<file path="config.mk">
export PLATFORM = sky130hd
export DESIGN_NAME = lruTop
export DESIGN_NICKNAME = d
export VERILOG_FILES = /design/src/hw/lruPkg.sv /design/src/hw/lruLookupIf.sv /design/src/hw/dualPortRam.sv /design/src/hw/hitRecorder.sv /design/src/hw/lruTop.sv /design/src/hw/pseudoLru.sv /design/src/hw/victimSelector.sv
export SDC_FILE = /design/constraint.sdc
export NUM_CORES = 1
export LEC_CHECK = 0
export BUFFER_PORTS_ARGS = -buffer_cell sky130_fd_sc_hd__buf_2
export CORE_ASPECT_RATIO = 1.5
export CORE_MARGIN = 4
export CORE_UTILIZATION = 50
export CTS_CLUSTER_SIZE = 28
export DETAILED_ROUTE_END_ITERATION = 10
export PLACE_DENSITY = 0.63
export REMOVE_ABC_BUFFERS = 1
export SLEW_MARGIN = 30
export SYNTH_ARGS = -nofsm -noshare
export SYNTH_HDL_FRONTEND = slang
export SYNTH_SLANG_ARGS = --single-unit
</file>
<file path="constraint.sdc">
create_clock -name clk -period 4.8 [get_ports clk]
set_input_delay 0.96 -clock clk [delete_from_list [all_inputs] [get_ports clk]]
set_output_delay 0.96 -clock clk [all_outputs]
set_load 0.02 [all_outputs]
</file>
<file path="src/hw/lruPkg.sv">
/*
 * Shared sizes and types for the pseudo-LRU replacement block.
 * Holds the way and set counts and the vector types built from them.
 */

`default_nettype none

package lruPkg;

    // ====================
    // Geometry
    // ====================

    // Ways per set in the cache being tracked
    localparam int nWays = 4;

    // Number of sets, small enough for a quick simulation sweep
    localparam int nSets = 64;

    // Bits needed to name one set or one way
    localparam int setIdxW = $clog2(nSets);
    localparam int wayIdxW = $clog2(nWays);

    // ====================
    // Vector types
    // ====================

    // Index of one set in the replacement store
    typedef logic [setIdxW-1:0] setIdxT;

    // Binary way number, as returned with a victim
    typedef logic [wayIdxW-1:0] wayIdxT;

    // One bit per way, used both as a reference mask and as one-hot victim
    typedef logic [nWays-1:0] wayVecT;

endpackage

`default_nettype wire

</file>
<file path="src/hw/lruLookupIf.sv">
/*
 * Victim lookup bus between the miss handler and the LRU store.
 * A request carries a set index and the answer returns a cycle later.
 */

`timescale 1ns/1ps
`default_nettype none

interface lruLookupIf import lruPkg::*; ();

    // Request strobe and the set being asked about
    logic   en;
    setIdxT idx;

    // Answer in two forms, one-hot and binary, valid the cycle after en
    wayVecT vecRsp;
    wayIdxT rsp;

    // The side that asks for a victim
    modport requester
    (
        output en,
        output idx,
        input  vecRsp,
        input  rsp
    );

    // The side that holds the LRU bits and answers
    modport responder
    (
        input  en,
        input  idx,
        output vecRsp,
        output rsp
    );

endinterface

`default_nettype wire

</file>
<file path="src/hw/dualPortRam.sv">
/*
 * Two-port synchronous RAM.
 * Each port has one write and one registered read, with read-first behavior.
 */

`timescale 1ns/1ps
`default_nettype none

module dualPortRam
#(
    parameter int depth = 64,
    parameter int width = 4
)
(
    input  wire logic                     clk,

    // Port 0
    input  wire logic [$clog2(depth)-1:0] addr0,
    input  wire logic                     wen0,
    input  wire logic [width-1:0]         wdata0,
    output logic      [width-1:0]         rdata0,

    // Port 1
    input  wire logic [$clog2(depth)-1:0] addr1,
    input  wire logic                     wen1,
    input  wire logic [width-1:0]         wdata1,
    output logic      [width-1:0]         rdata1
);

    // Storage array, contents only defined after the owner clears it
    logic [width-1:0] mem [depth];

    // Both ports live in one block so the array has a single driver
    always_ff @(posedge clk)
    begin
        if (wen0)
        begin
            mem[addr0] <= wdata0;
        end
        if (wen1)
        begin
            mem[addr1] <= wdata1;
        end
        // Nonblocking reads see the value from before this cycle's writes
        rdata0 <= mem[addr0];
        rdata1 <= mem[addr1];
    end

endmodule

`default_nettype wire

</file>
<file path="src/hw/hitRecorder.sv">
/*
 * Hit front end of the replacement block.
 * Decodes hit strobes to one-hot way masks and merges runs of hits
 * to the same set into a single reference on update port 0.
 */

`timescale 1ns/1ps
`default_nettype none

module hitRecorder import lruPkg::*;
(
    input  wire logic   clk,
    input  wire logic   resetb,

    // Incoming hits, one per cycle at most
    input  wire logic   hitEn,
    input  wire setIdxT hitIdx,
    input  wire wayIdxT hitWay,

    // Merged references toward the store
    output setIdxT      refIdx,
    output wayVecT      refWayVec,
    output logic        refEn
);

    // One-hot form of the way that hit this cycle
    wayVecT hitVec;

    // The single pending entry
    logic   pendValid;
    setIdxT pendIdx;
    wayVecT pendVec;

    // High when this cycle's hit lands in the set that is being held
    logic   sameSet;

    always_comb
    begin
        hitVec = '0;
        hitVec[hitWay] = 1'b1;
    end

    assign sameSet = hitEn && pendValid && (hitIdx == pendIdx);

    // ====================
    // Pending entry
    // ====================

    // A hit is held one cycle, a same-set hit extends the hold
    always_ff @(posedge clk)
    begin
        if (!resetb)
        begin
            pendValid <= 1'b0;
        end
        else
        begin
            pendValid <= hitEn;
        end
    end

    // Payload merges on a same-set hit and is replaced otherwise
    always_ff @(posedge clk)
    begin
        if (hitEn)
        begin
            pendIdx <= hitIdx;
            pendVec <= sameSet ? (pendVec | hitVec) : hitVec;
        end
    end

    // The held entry leaves unless a same-set hit folds into it this cycle
    assign refEn     = pendValid && !sameSet;
    assign refIdx    = pendIdx;
    assign refWayVec = pendVec;

    // Every emitted reference must mark at least one way
    refNotEmpty: assert property (@(posedge clk) disable iff (!resetb)
        refEn |-> (refWayVec != '0));

endmodule

`default_nettype wire

</file>
<file path="src/hw/lruTop.sv">
/*
 * Top level of the pseudo-LRU replacement block.
 * Connects the hit front end, the bit store and the miss handler.
 */

`timescale 1ns/1ps
`default_nettype none

module lruTop import lruPkg::*;
(
    input  wire logic   clk,
    input  wire logic   resetb,

    // Cache hits
    input  wire logic   hitEn,
    input  wire setIdxT hitIdx,
    input  wire wayIdxT hitWay,

    // Cache misses
    input  wire logic   missEn,
    input  wire setIdxT missIdx,

    // Status and victim
    output logic        rdy,
    output logic        victimValid,
    output wayIdxT      victimWay,
    output wayVecT      victimVec
);

    // Reference path from the hit front end
    setIdxT ref0Idx;
    wayVecT ref0Vec;
    logic   ref0En;

    // Reference path from the miss handler
    setIdxT ref1Idx;
    wayVecT ref1Vec;
    logic   ref1En;

    lruLookupIf lookupBus ();

    hitRecorder hitRec
    (
        .clk       (clk),
        .resetb    (resetb),
        .hitEn     (hitEn),
        .hitIdx    (hitIdx),
        .hitWay    (hitWay),
        .refIdx    (ref0Idx),
        .refWayVec (ref0Vec),
        .refEn     (ref0En)
    );

    pseudoLru lruStore
    (
        .clk        (clk),
        .resetb     (resetb),
        .rdy        (rdy),
        .lookup     (lookupBus.responder),
        .refIdx0    (ref0Idx),
        .refWayVec0 (ref0Vec),
        .refEn0     (ref0En),
        .refIdx1    (ref1Idx),
        .refWayVec1 (ref1Vec),
        .refEn1     (ref1En)
    );

    victimSelector victimSel
    (
        .clk         (clk),
        .resetb      (resetb),
        .rdy         (rdy),
        .missEn      (missEn),
        .missIdx     (missIdx),
        .lookup      (lookupBus.requester),
        .refIdx      (ref1Idx),
        .refWayVec   (ref1Vec),
        .refEn       (ref1En),
        .victimValid (victimValid),
        .victimWay   (victimWay),
        .victimVec   (victimVec)
    );

endmodule

`default_nettype wire

</file>
<file path="src/hw/pseudoLru.sv">
/*
 * Pseudo-LRU bit store, one bit per way for every set.
 * Clears the RAM with a sweep after reset, then runs two read-modify-write
 * update ports and one lookup port that returns the lowest clear way.
 */

`timescale 1ns/1ps
`default_nettype none

module pseudoLru import lruPkg::*;
(
    input  wire logic   clk,
    input  wire logic   resetb,

    // High once the sweep has cleared every set
    output logic        rdy,

    // Victim lookups, answered one cycle after the request
    lruLookupIf.responder lookup,

    // Reference port 0
    input  wire setIdxT refIdx0,
    input  wire wayVecT refWayVec0,
    input  wire logic   refEn0,

    // Reference port 1
    input  wire setIdxT refIdx1,
    input  wire wayVecT refWayVec1,
    input  wire logic   refEn1
);

    // Per-port update sequence: capture, read, then modify-write
    typedef enum logic [1:0] {updIdle, updRead, updWrite} updStateT;

    // OR in the new references and start over once every way is marked
    function automatic wayVecT updateBits(input wayVecT cur, input wayVecT add);
        wayVecT merged;
        merged = cur | add;
        return (&merged) ? wayVecT'('0) : merged;
    endfunction

    // ====================
    // Storage
    // ====================

    setIdxT addr0;
    logic   wen0;
    wayVecT wdata0;
    wayVecT rdata0;

    setIdxT addr1;
    logic   wen1;
    wayVecT wdata1;
    wayVecT rdata1;

    dualPortRam
    #(
        .depth (nSets),
        .width ($bits(wayVecT))
    )
    lruBits
    (
        .clk    (clk),
        .addr0  (addr0),
        .wen0   (wen0),
        .wdata0 (wdata0),
        .rdata0 (rdata0),
        .addr1  (addr1),
        .wen1   (wen1),
        .wdata1 (wdata1),
        .rdata1 (rdata1)
    );

    // ====================
    // Init sweep
    // ====================

    // One extra bit so the top bit marks the end of the sweep
    logic [setIdxW:0] initIdx;

    always_ff @(posedge clk)
    begin
        if (!resetb)
        begin
            initIdx <= '0;
        end
        else if (!rdy)
        begin
            initIdx <= initIdx + 1'b1;
        end
    end

    assign rdy = initIdx[setIdxW];

    // ====================
    // Update engines
    // ====================

    // Both reference ports share the same sequence, indexed by port number
    setIdxT   refIdxArr [2];
    wayVecT   refVecArr [2];
    logic     refEnArr  [2];
    updStateT updState  [2];
    setIdxT   updIdx    [2];
    wayVecT   updVec    [2];

    assign refIdxArr[0] = refIdx0;
    assign refVecArr[0] = refWayVec0;
    assign refEnArr[0]  = refEn0;
    assign refIdxArr[1] = refIdx1;
    assign refVecArr[1] = refWayVec1;
    assign refEnArr[1]  = refEn1;

    // References are only taken in idle, the rest are lost on purpose
    always_ff @(posedge clk)
    begin
        if (!resetb)
        begin
            for (int p = 0; p < 2; p++)
            begin
                updState[p] <= updIdle;
            end
        end
        else
        begin
            for (int p = 0; p < 2; p++)
            begin
                case (updState[p])
                    updIdle:  updState[p] <= (refEnArr[p] && rdy) ? updRead : updIdle;
                    // Port 0 owns its RAM port, while a lookup takes port 1's read
                    // and a stolen read leaves nothing valid to modify
                    updRead:  updState[p] <= (p == 1 && lookup.en) ? updIdle : updWrite;
                    default:  updState[p] <= updIdle;
                endcase
            end
        end
    end

    // Captured reference, held through the read and the write
    always_ff @(posedge clk)
    begin
        for (int p = 0; p < 2; p++)
        begin
            if (updState[p] == updIdle)
            begin
                updIdx[p] <= refIdxArr[p];
                updVec[p] <= refVecArr[p];
            end
        end
    end

    // ====================
    // RAM port 0
    // ====================

    // The sweep writes zeros, afterwards the port follows update engine 0
    assign wen0   = !rdy || (updState[0] == updWrite);
    assign addr0  = rdy ? updIdx[0] : initIdx[setIdxW-1:0];
    assign wdata0 = rdy ? updateBits(rdata0, updVec[0]) : wayVecT'('0);

    // ====================
    // RAM port 1
    // ====================

    // Lookups win the port, and a write never collides with port 0's set
    assign addr1  = lookup.en ? lookup.idx : updIdx[1];
    assign wdata1 = updateBits(rdata1, updVec[1]);
    assign wen1   = (updState[1] == updWrite) && !lookup.en &&
                    !(wen0 && (addr0 == updIdx[1]));

    // Lowest clear way of the set read last cycle, in both forms
    always_comb
    begin
        lookup.vecRsp = '0;
        lookup.rsp    = '0;
        for (int w = nWays - 1; w >= 0; w--)
        begin
            if (!rdata1[w])
            begin
                lookup.vecRsp    = '0;
                lookup.vecRsp[w] = 1'b1;
                lookup.rsp       = wayIdxT'(w);
            end
        end
    end

    // The two RAM ports never write one set in the same cycle
    noDualWrite: assert property (@(posedge clk) disable iff (!resetb)
        !(wen0 && wen1 && (addr0 == addr1)));

    // A set is never left full, so every answer after the sweep names one way
    rspOneHot: assert property (@(posedge clk) disable iff (!resetb)
        (rdy && lookup.en) |=> $onehot(lookup.vecRsp));

endmodule

`default_nettype wire

</file>
<file path="src/hw/victimSelector.sv">
/*
 * Miss handler of the replacement block.
 * Issues a lookup on each miss, returns the victim a cycle later and
 * feeds it back to the store as a reference for the coming fill.
 */

`timescale 1ns/1ps
`default_nettype none

module victimSelector import lruPkg::*;
(
    input  wire logic   clk,
    input  wire logic   resetb,

    // Store is initialized and may be asked
    input  wire logic   rdy,

    // Incoming misses
    input  wire logic   missEn,
    input  wire setIdxT missIdx,

    // Lookup bus toward the store
    lruLookupIf.requester lookup,

    // Victim recorded as referenced on update port 1
    output setIdxT      refIdx,
    output wayVecT      refWayVec,
    output logic        refEn,

    // Chosen victim
    output logic        victimValid,
    output wayIdxT      victimWay,
    output wayVecT      victimVec
);

    // Set of the miss whose answer arrives this cycle
    setIdxT missSet;

    // Misses during the sweep are dropped here
    assign lookup.en  = missEn && rdy;
    assign lookup.idx = missIdx;

    // ====================
    // Response stage
    // ====================

    always_ff @(posedge clk)
    begin
        if (!resetb)
        begin
            victimValid <= 1'b0;
        end
        else
        begin
            victimValid <= lookup.en;
        end
    end

    always_ff @(posedge clk)
    begin
        if (lookup.en)
        begin
            missSet <= missIdx;
        end
    end

    // The answer is only meaningful in the cycle after a lookup
    assign victimVec = victimValid ? lookup.vecRsp : wayVecT'('0);
    assign victimWay = victimValid ? lookup.rsp : wayIdxT'('0);

    // The line is about to be filled, so mark the victim as used
    assign refEn     = victimValid;
    assign refIdx    = missSet;
    assign refWayVec = victimVec;

    // Every victim names exactly one way
    victimOneHot: assert property (@(posedge clk) disable iff (!resetb)
        victimValid |-> $onehot(victimVec));

endmodule

`default_nettype wire

</file>
==> flow_metrics.tcl, run 1 <==
set metrics [dict create \
    status "finished clean" \
    final_util_pct 56.15 \
    final_layout_size_suffix_gt1_share_pct 16.09 \
    timing.fmax_mhz 250.5 \
    crit_arrival_ns 4.43 \
    crit_chain "nand3_2 > nand2_2 > buf_4 > mux2_2 > a222oi_1 > a31oi_1 > a2111oi_1 > nand4_1" \
    leakagePower_nw 7.613 \
    drt-pass1-iter-count 8 \
    synthesis.area_um2 17660 \
    startpoint_type "flip-flop" \
    layout_min_cycle_time_ns 3.992 \
    clock_skew_ns 0.01917 \
    synthCells 1502 \
    crit_path_end_kind "flip-flop" \
    fin_hold_ws_ns 0.4324 \
    hold_path_end "lruStore.updIdx[0][8]" \
    clkTransAtPathRegs_ns 0.07 \
    ys.flop_type "edfxtp_1" \
    fin_area_um2 19650 \
    grt_pass1_vias 14110 \
    viasPerCell 7.174 \
    dp.cells 1938 \
    synth_seq_cells 313 \
    clock_path_buffers 3 \
    r2r_cells 8 \
    cts_resized 0 \
    grt-ovfl-total 0 \
    worstPathRequired_ns 5.24 \
    antenna_found_initial 1 \
    critical_path.top_delay_family "compound AO/OA/AOI/OAI gates" \
    start_util_pct 50.47 \
    gp_congestion 1.065 \
    initialDrtViolationCount 2349 \
    syn_area_per_cell_um2 11.76 \
    ys_warn_count 0 \
    critPathSlowestCell "dfxtp_2" \
    placed_cell_area_um2 18550 \
    crit_type "flip-flop to flip-flop" \
    cpPeakStageDelay_ns 0.91 \
    crit_fanout 40 \
    vias 14330 \
    min_from "victimSel.refIdx[2]" \
    synth_cell_types 73 \
    drc 0 \
    ant_nets 0 \
    wire_per_inst_um 34.02 \
    placementRows 84 \
    final_cell_mix "edfxtp_1, mux2i_1, nand2_1" \
    area_delta_synth_final_pct 11.25 \
    clockRootBuffer "clkbuf_16" \
    finalSetupViolCount 0 \
    cts_inserted_buffers 31 \
    slew_viol_final 0 \
    reg2reg_setup_slack_ns 0.81 \
    synth-edff-count 295 \
    tightestPinTransition_ns 1.066 \
    grt_pass1_wl_um 97660 \
    synthArstFlopShare_pct 0 \
    timing.max_slew.rel_slack_pct 28.93 \
    core_area_um2 35000 \
    p_per_area_nw_per_um2 312.8 \
    rsz0062_at_grt "false" \
    die_y_um 238.2 \
    finalNetCount 1519 \
    grt_max_degree 65 \
    track_usage_pct 34.42 \
    layout_commonest_cell "edfxtp_1" \
    hold_depth 0 \
    tritoncts "done" \
    peakVddDrop_mv 0.2409 \
    wl_um 67980 \
    port-buffer-count 25 \
    die_area_um2 38460 \
    crit_buf_inv 1 \
    cts_htree_levels 1 \
    finalCritPeriodShare_pct 83.17 \
    maxCapViolCount 0 \
    timing.rr.start "lruStore.initIdx[6]" \
    rr_endpoint "lruStore.lruBits.rdata1[2]" \
    io_pins 26 \
    ys_seq_area_share_pct 52.19 \
    hold_viol_final 0 \
    cts-hold-fix-buffers 0 \
    hold_class "flip-flop to flip-flop" \
    dieWidth_um 161.5 \
    clkSinkCount 313 \
    post_cts.repair.setup_buffers 0 \
    tns_ns 0 \
    instances_no_fill 1998 \
    clkLatencyLatePin_ns 0.59 \
    post-dp-hpwl_um 45040 \
]
## synthesized netlist by cell type, types with 13 or more instances
library cell	count	area (µm²)
mux2_2	20	225.2
nor2_1	36	135.1
xnor2_1	13	113.9
edfxtp_1	295	8859
o22ai_1	33	206.5
nand3_1	14	70.07
dfxtp_1	18	360.4
o21ai_0	75	375.4
nor2_2	15	93.84
nand2_1	130	488.0
clkbuf_1	72	270.3
a22o_1	29	254.0
mux2i_1	289	2893
buf_2	33	165.2
a22oi_1	123	923.4
a21oi_1	51	255.2
a222oi_1	22	220.2
a31oi_1	18	112.6
nand2_2	19	118.9
nand2b_1	15	93.84
## power by group
part | switching [W] | internal, W
logic | 0.000365 | 0.000142
clock network | 0.00107 | 0.00153
registers | 0.0000479 | 0.00299
total | 0.00149 | 0.00466
## worst register-to-register path: stages, from the launching register on
cell	delay (ns)
dfxtp_2	0.91
nand3_2	0.38
nand2_2	0.55
buf_4	0.29
mux2_2	0.35
a222oi_1	0.27
a31oi_1	0.13
a2111oi_1	0.78
nand4_1	0.19
## cell families after synthesis
kind of cell	count (synthesis)	synth area share [%]
buffers and inverters	123	3.081
XOR/XNOR	17	0.8429
other	1	0.02123
multiplexers	314	18.08
AND/OR/NAND/NOR	312	9.095
AO/OA/AOI/OAI	421	16.61
flip-flops	313	52.19
adder cells (fa/ha/maj)	1	0.07083
## sequential cells by signal, indices dropped and copies added (netlist names)
register and cells:
lruStore.lruBits.mem 256, lruStore.updIdx 12, lruStore.updVec 8, lruStore.initIdx 7
hitRec.refIdx 6, victimSel.refIdx 6, hitRec.refWayVec 4, lruStore.lruBits.rdata0 4
lruStore.lruBits.rdata1 4, lruStore.updState 4, hitRec.pendValid 1, victimSel.refEn 1
## per-layer routing
metal  up-vias  track usage [%]  wire (µm)
li1       5906                -          -
met1      6999            42.44      24270
met2      1109            55.35      31180
met3       318            7.223       7216
met4         2            21.55       5310
met5         -                0          7
## cell type report
cell class              count  area (µm²)
well taps                 473       591.8
diodes                      2       5.005
clock buffers              37       818.3
inverters                   4       15.01
fillers                  2986       15350
flip-flops and latches    313        9220
clock inverters            19       241.5
multi-input cells        1068        8149
repair buffers             82       609.3
## per-stage QoR
stage	worst slack [ns]	total power, W
global placement	0.8265	0.003566
global route	0.6783	0.006288
floorplan	0.7014	0.003306
detailed placement	0.7119	0.003578
CTS	0.7785	0.006134
finish	0.8077	0.006146
## worst max path at each step
stage                                    from                     endpoint  cells after the start
after floorplan           lruStore.initIdx[6]  lruStore.lruBits.mem[35][0]                      7
after global placement                 missEn   lruStore.lruBits.rdata1[0]                     11
after detailed placement               missEn   lruStore.lruBits.rdata1[2]                      9
after CTS                 lruStore.initIdx[6]   lruStore.lruBits.rdata1[2]                      8
after global routing      lruStore.initIdx[6]   lruStore.lruBits.rdata1[0]                     10
final                     lruStore.initIdx[6]   lruStore.lruBits.rdata1[2]                      8
Note: power is estimated with default switching activity, not from simulation.
==> run 2: changes to the inputs <==
ABC_AREA = 1   (was default)
clock period = 3.7 ns   (was 4.8 ns; I/O delays follow)
==> run 2 against run 1 <==
Compared with the run above: routed wire length grew 16%; sequential share of layout area shrank 8.3 points; utilization shrank 0.88 points; non-clock buffer count grew 8; critical path type unchanged; hold slack lost 0.029 ns; cell count grew 84%; total power grew 37%; via count grew 50%; synthesized cell count grew 110%; die area grew 23%; critical path depth grew 1.
==> flow_metrics.tcl, run 2 <==
set metrics [dict create \
    grt_max_degree 89 \
    hold_path_end "hitRec.refIdx[0]" \
    port-buffer-count 25 \
    ys_warn_count 0 \
    die_area_um2 47470 \
    critPathSlowestCell "dfxtp_1" \
    dieWidth_um 179.2 \
    antenna_found_initial 1 \
    n_fill_cell 4134 \
    cts_htree_levels 2 \
    rsz0062_at_grt "false" \
    synth_top_area_share_pct 40.29 \
    hold_viol_final 0 \
    post_cts.repair.setup_buffers 0 \
    grt_pass1_wl_um 117100 \
    drt-pass1-iter-count 6 \
    critical_path.top_delay_family "simple AND/OR/NAND/NOR gates" \
    synthAdderAreaFrac_pct 0.05690 \
    synthesis.area_um2 21990 \
    crit_chain "buf_4 > nand2_4 > nand2_1 > nand2_1 > nor2_4 > nand2_4 > nor2_1 > nand3_1 > o21ai_0" \
    slew_viol_final 0 \
    synth_xor_area_share_pct 0.1992 \
    placementRows 93 \
    maxCapViolCount 0 \
    drc 0 \
    synthMuxAreaShare_pct 0 \
    p_per_area_nw_per_um2 351.7 \
    largest_register "lruStore.lruBits.mem" \
    yosys.cell_count.top_type "nand2_1" \
    ys.flop_type "edfxtp_1" \
    track_usage_pct 32.58 \
    core_area_um2 43170 \
    hold_depth 1 \
    ys_seq_area_share_pct 41.93 \
    synthCells 3160 \
    min_from "hitIdx[0]" \
    finalNetCount 3095 \
    clkLatencyLatePin_ns 0.55 \
    worst_slack_ns 0.4898 \
    final_cell_mix "nand2_1, inv_1, edfxtp_1" \
    gp_congestion 0.9645 \
    synth_top_family_by_area "simple AND/OR/NAND/NOR gates" \
    clkTransAtPathRegs_ns 0.06 \
    cts-hold-fix-buffers 0 \
    final-seq-area_um2 9219 \
    synth-edff-count 295 \
    final_layout_size_suffix_gt1_share_pct 8.739 \
    ant_nets 0 \
    synthSimpleGateAreaFrac_pct 43.78 \
    cts_resized 0 \
    wl_um 78970 \
    worstPathRequired_ns 3.88 \
    largest_reg_flops 256 \
    place_ws_ns 0.3895 \
    crit_path_end_kind "flip-flop" \
    tightestPinTransition_ns 0.9818 \
    ys_top_cells_by_area "edfxtp_1, nand2_1, nand4_1" \
    tritoncts "done" \
    cpPeakStageDelay_ns 0.49 \
    viasPerCell 5.851 \
    crit_type "flip-flop to flip-flop" \
    cts_inserted_buffers 35 \
    crit_fanout 18 \
    layout_min_cycle_time_ns 3.210 \
    grt-ovfl-total 0 \
    synthArstFlopShare_pct 0 \
    clock_path_buffers 3 \
    synth-compound-area-share_pct 4.131 \
    leakagePower_nw 11.59 \
    timing.fmax_mhz 311.5 \
    finalSetupViolCount 0 \
    synth_cell_types 38 \
    synth_common_cells "nand2_1, inv_1, edfxtp_1" \
    timing.rr.start "lruStore.initIdx[6]" \
    wire_per_inst_um 21.49 \
    io_pins 26 \
    synth_seq_cells 313 \
    startpoint_type "flip-flop" \
    vias 21500 \
    initialDrtViolationCount 2461 \
    die_y_um 264.8 \
    clkSinkCount 313 \
    layout_commonest_cell "nand2_1" \
    clockRootBuffer "clkbuf_16" \
    area_delta_synth_final_pct 8.495 \
    rr_endpoint "lruStore.lruBits.mem[20][0]" \
    crit_buf_inv 1 \
    finalCritPeriodShare_pct 86.76 \
    r2r_cells 9 \
    post-dp-hpwl_um 51940 \
    grt_pass1_vias 20250 \
    crit_arrival_ns 3.39 \
    clock_skew_ns 0.02259 \
    start_util_pct 50.93 \
    tns_ns 0 \
    timing.max_slew.rel_slack_pct 33.83 \
    reg_top3 "lruStore.lruBits.mem: 256 flops, lruStore.updIdx: 12 flops, lruStore.updVec: 8 flops" \
    synth_top_area_cell "edfxtp_1" \
    status "finished clean" \
    reg2reg_setup_slack_ns 0.49 \
    multi_input_area_um2 10740 \
    syn_area_per_cell_um2 6.958 \
    hold_class "input port to flip-flop" \
    peakVddDrop_mv 0.2888 \
]
## run 2: changes by cell type in the layout (fill, tap and decap cells not counted), sizes merged, moves of 78 or more
cell,before,now
o21ai,85,163
inv,4,315
nand2,149,1502
mux2i,292,0
nand4,12,274
a22oi,123,0
nand3,15,209
## run 2: cell families after synthesis
logic type | Yosys count
AOI/OAI and AO/OA | 172
xor gates and xnor gates | 5
adders and majority gates | 1
buffers and inverters | 526
DFF | 313
other | 1
and+or+nand+nor | 2142
## run 2: metrics by stage
stage	total power [W]	hold WS (ns)	util, %	instances	instance area, µm²
floorplan	0.004595	0.4003	-	2949	21000
global placement	0.005000	0.4022	52.46	3606	22650
detailed placement	0.005007	0.4059	52.69	3609	22750
CTS	0.008383	0.3891	55.24	3671	23850
global route	0.008622	0.3869	55.24	3671	23850
finish	0.008390	0.4031	55.26	3674	23860
## run 2: worst max path at each step
stage                        start                          end  depth (start not counted)
6_report       lruStore.initIdx[6]  lruStore.lruBits.mem[20][0]                          9
5_1_grt        lruStore.initIdx[6]   lruStore.lruBits.mem[4][3]                          9
4_1_cts        lruStore.initIdx[6]  lruStore.lruBits.mem[20][0]                          9
3_5_place_dp                missEn   lruStore.lruBits.rdata1[2]                         13
3_3_place_gp                missEn   lruStore.lruBits.rdata1[2]                         13
2_1_floorplan               missEn  lruStore.lruBits.mem[10][0]                          5
## run 2: layer usage
metal | global-route usage, % | share of wire (%) | up-vias
li1 | - | - | 10150
met1 | 39.47 | 37 | 9829
met2 | 53.22 | 47 | 1215
met3 | 5.107 | 8.8 | 305
met4 | 21.65 | 7.6 | 0
met5 | 0 | 0 | -
## run 2: area by class of cell
| cell class | instances | area share, % |
|---|---|---|
| Sequential cell | 313 | 38.64 |
| Antenna cell | 3 | 0.03147 |
| Clock buffer | 44 | 4.122 |
| Timing Repair Buffer | 90 | 3.776 |
| Tap cell | 570 | 2.989 |
| Inverter | 313 | 4.946 |
| Multi-Input combinational cell | 2323 | 45.00 |
| Clock inverter | 18 | 0.4930 |
## run 2: power by group
part           internal [W]  switching, W
clock               0.00196       0.00147
sequential          0.00389     0.0000317
combinational      0.000237      0.000804
## run 2: worst register-to-register path, cell delays in order, from the launching register on
cell and delay, ns:
dfxtp_1 0.49, buf_4 0.31, nand2_4 0.18, nand2_1 0.10, nand2_1 0.13, nor2_4 0.43
nand2_4 0.37, nor2_1 0.36, nand3_1 0.21, o21ai_0 0.28
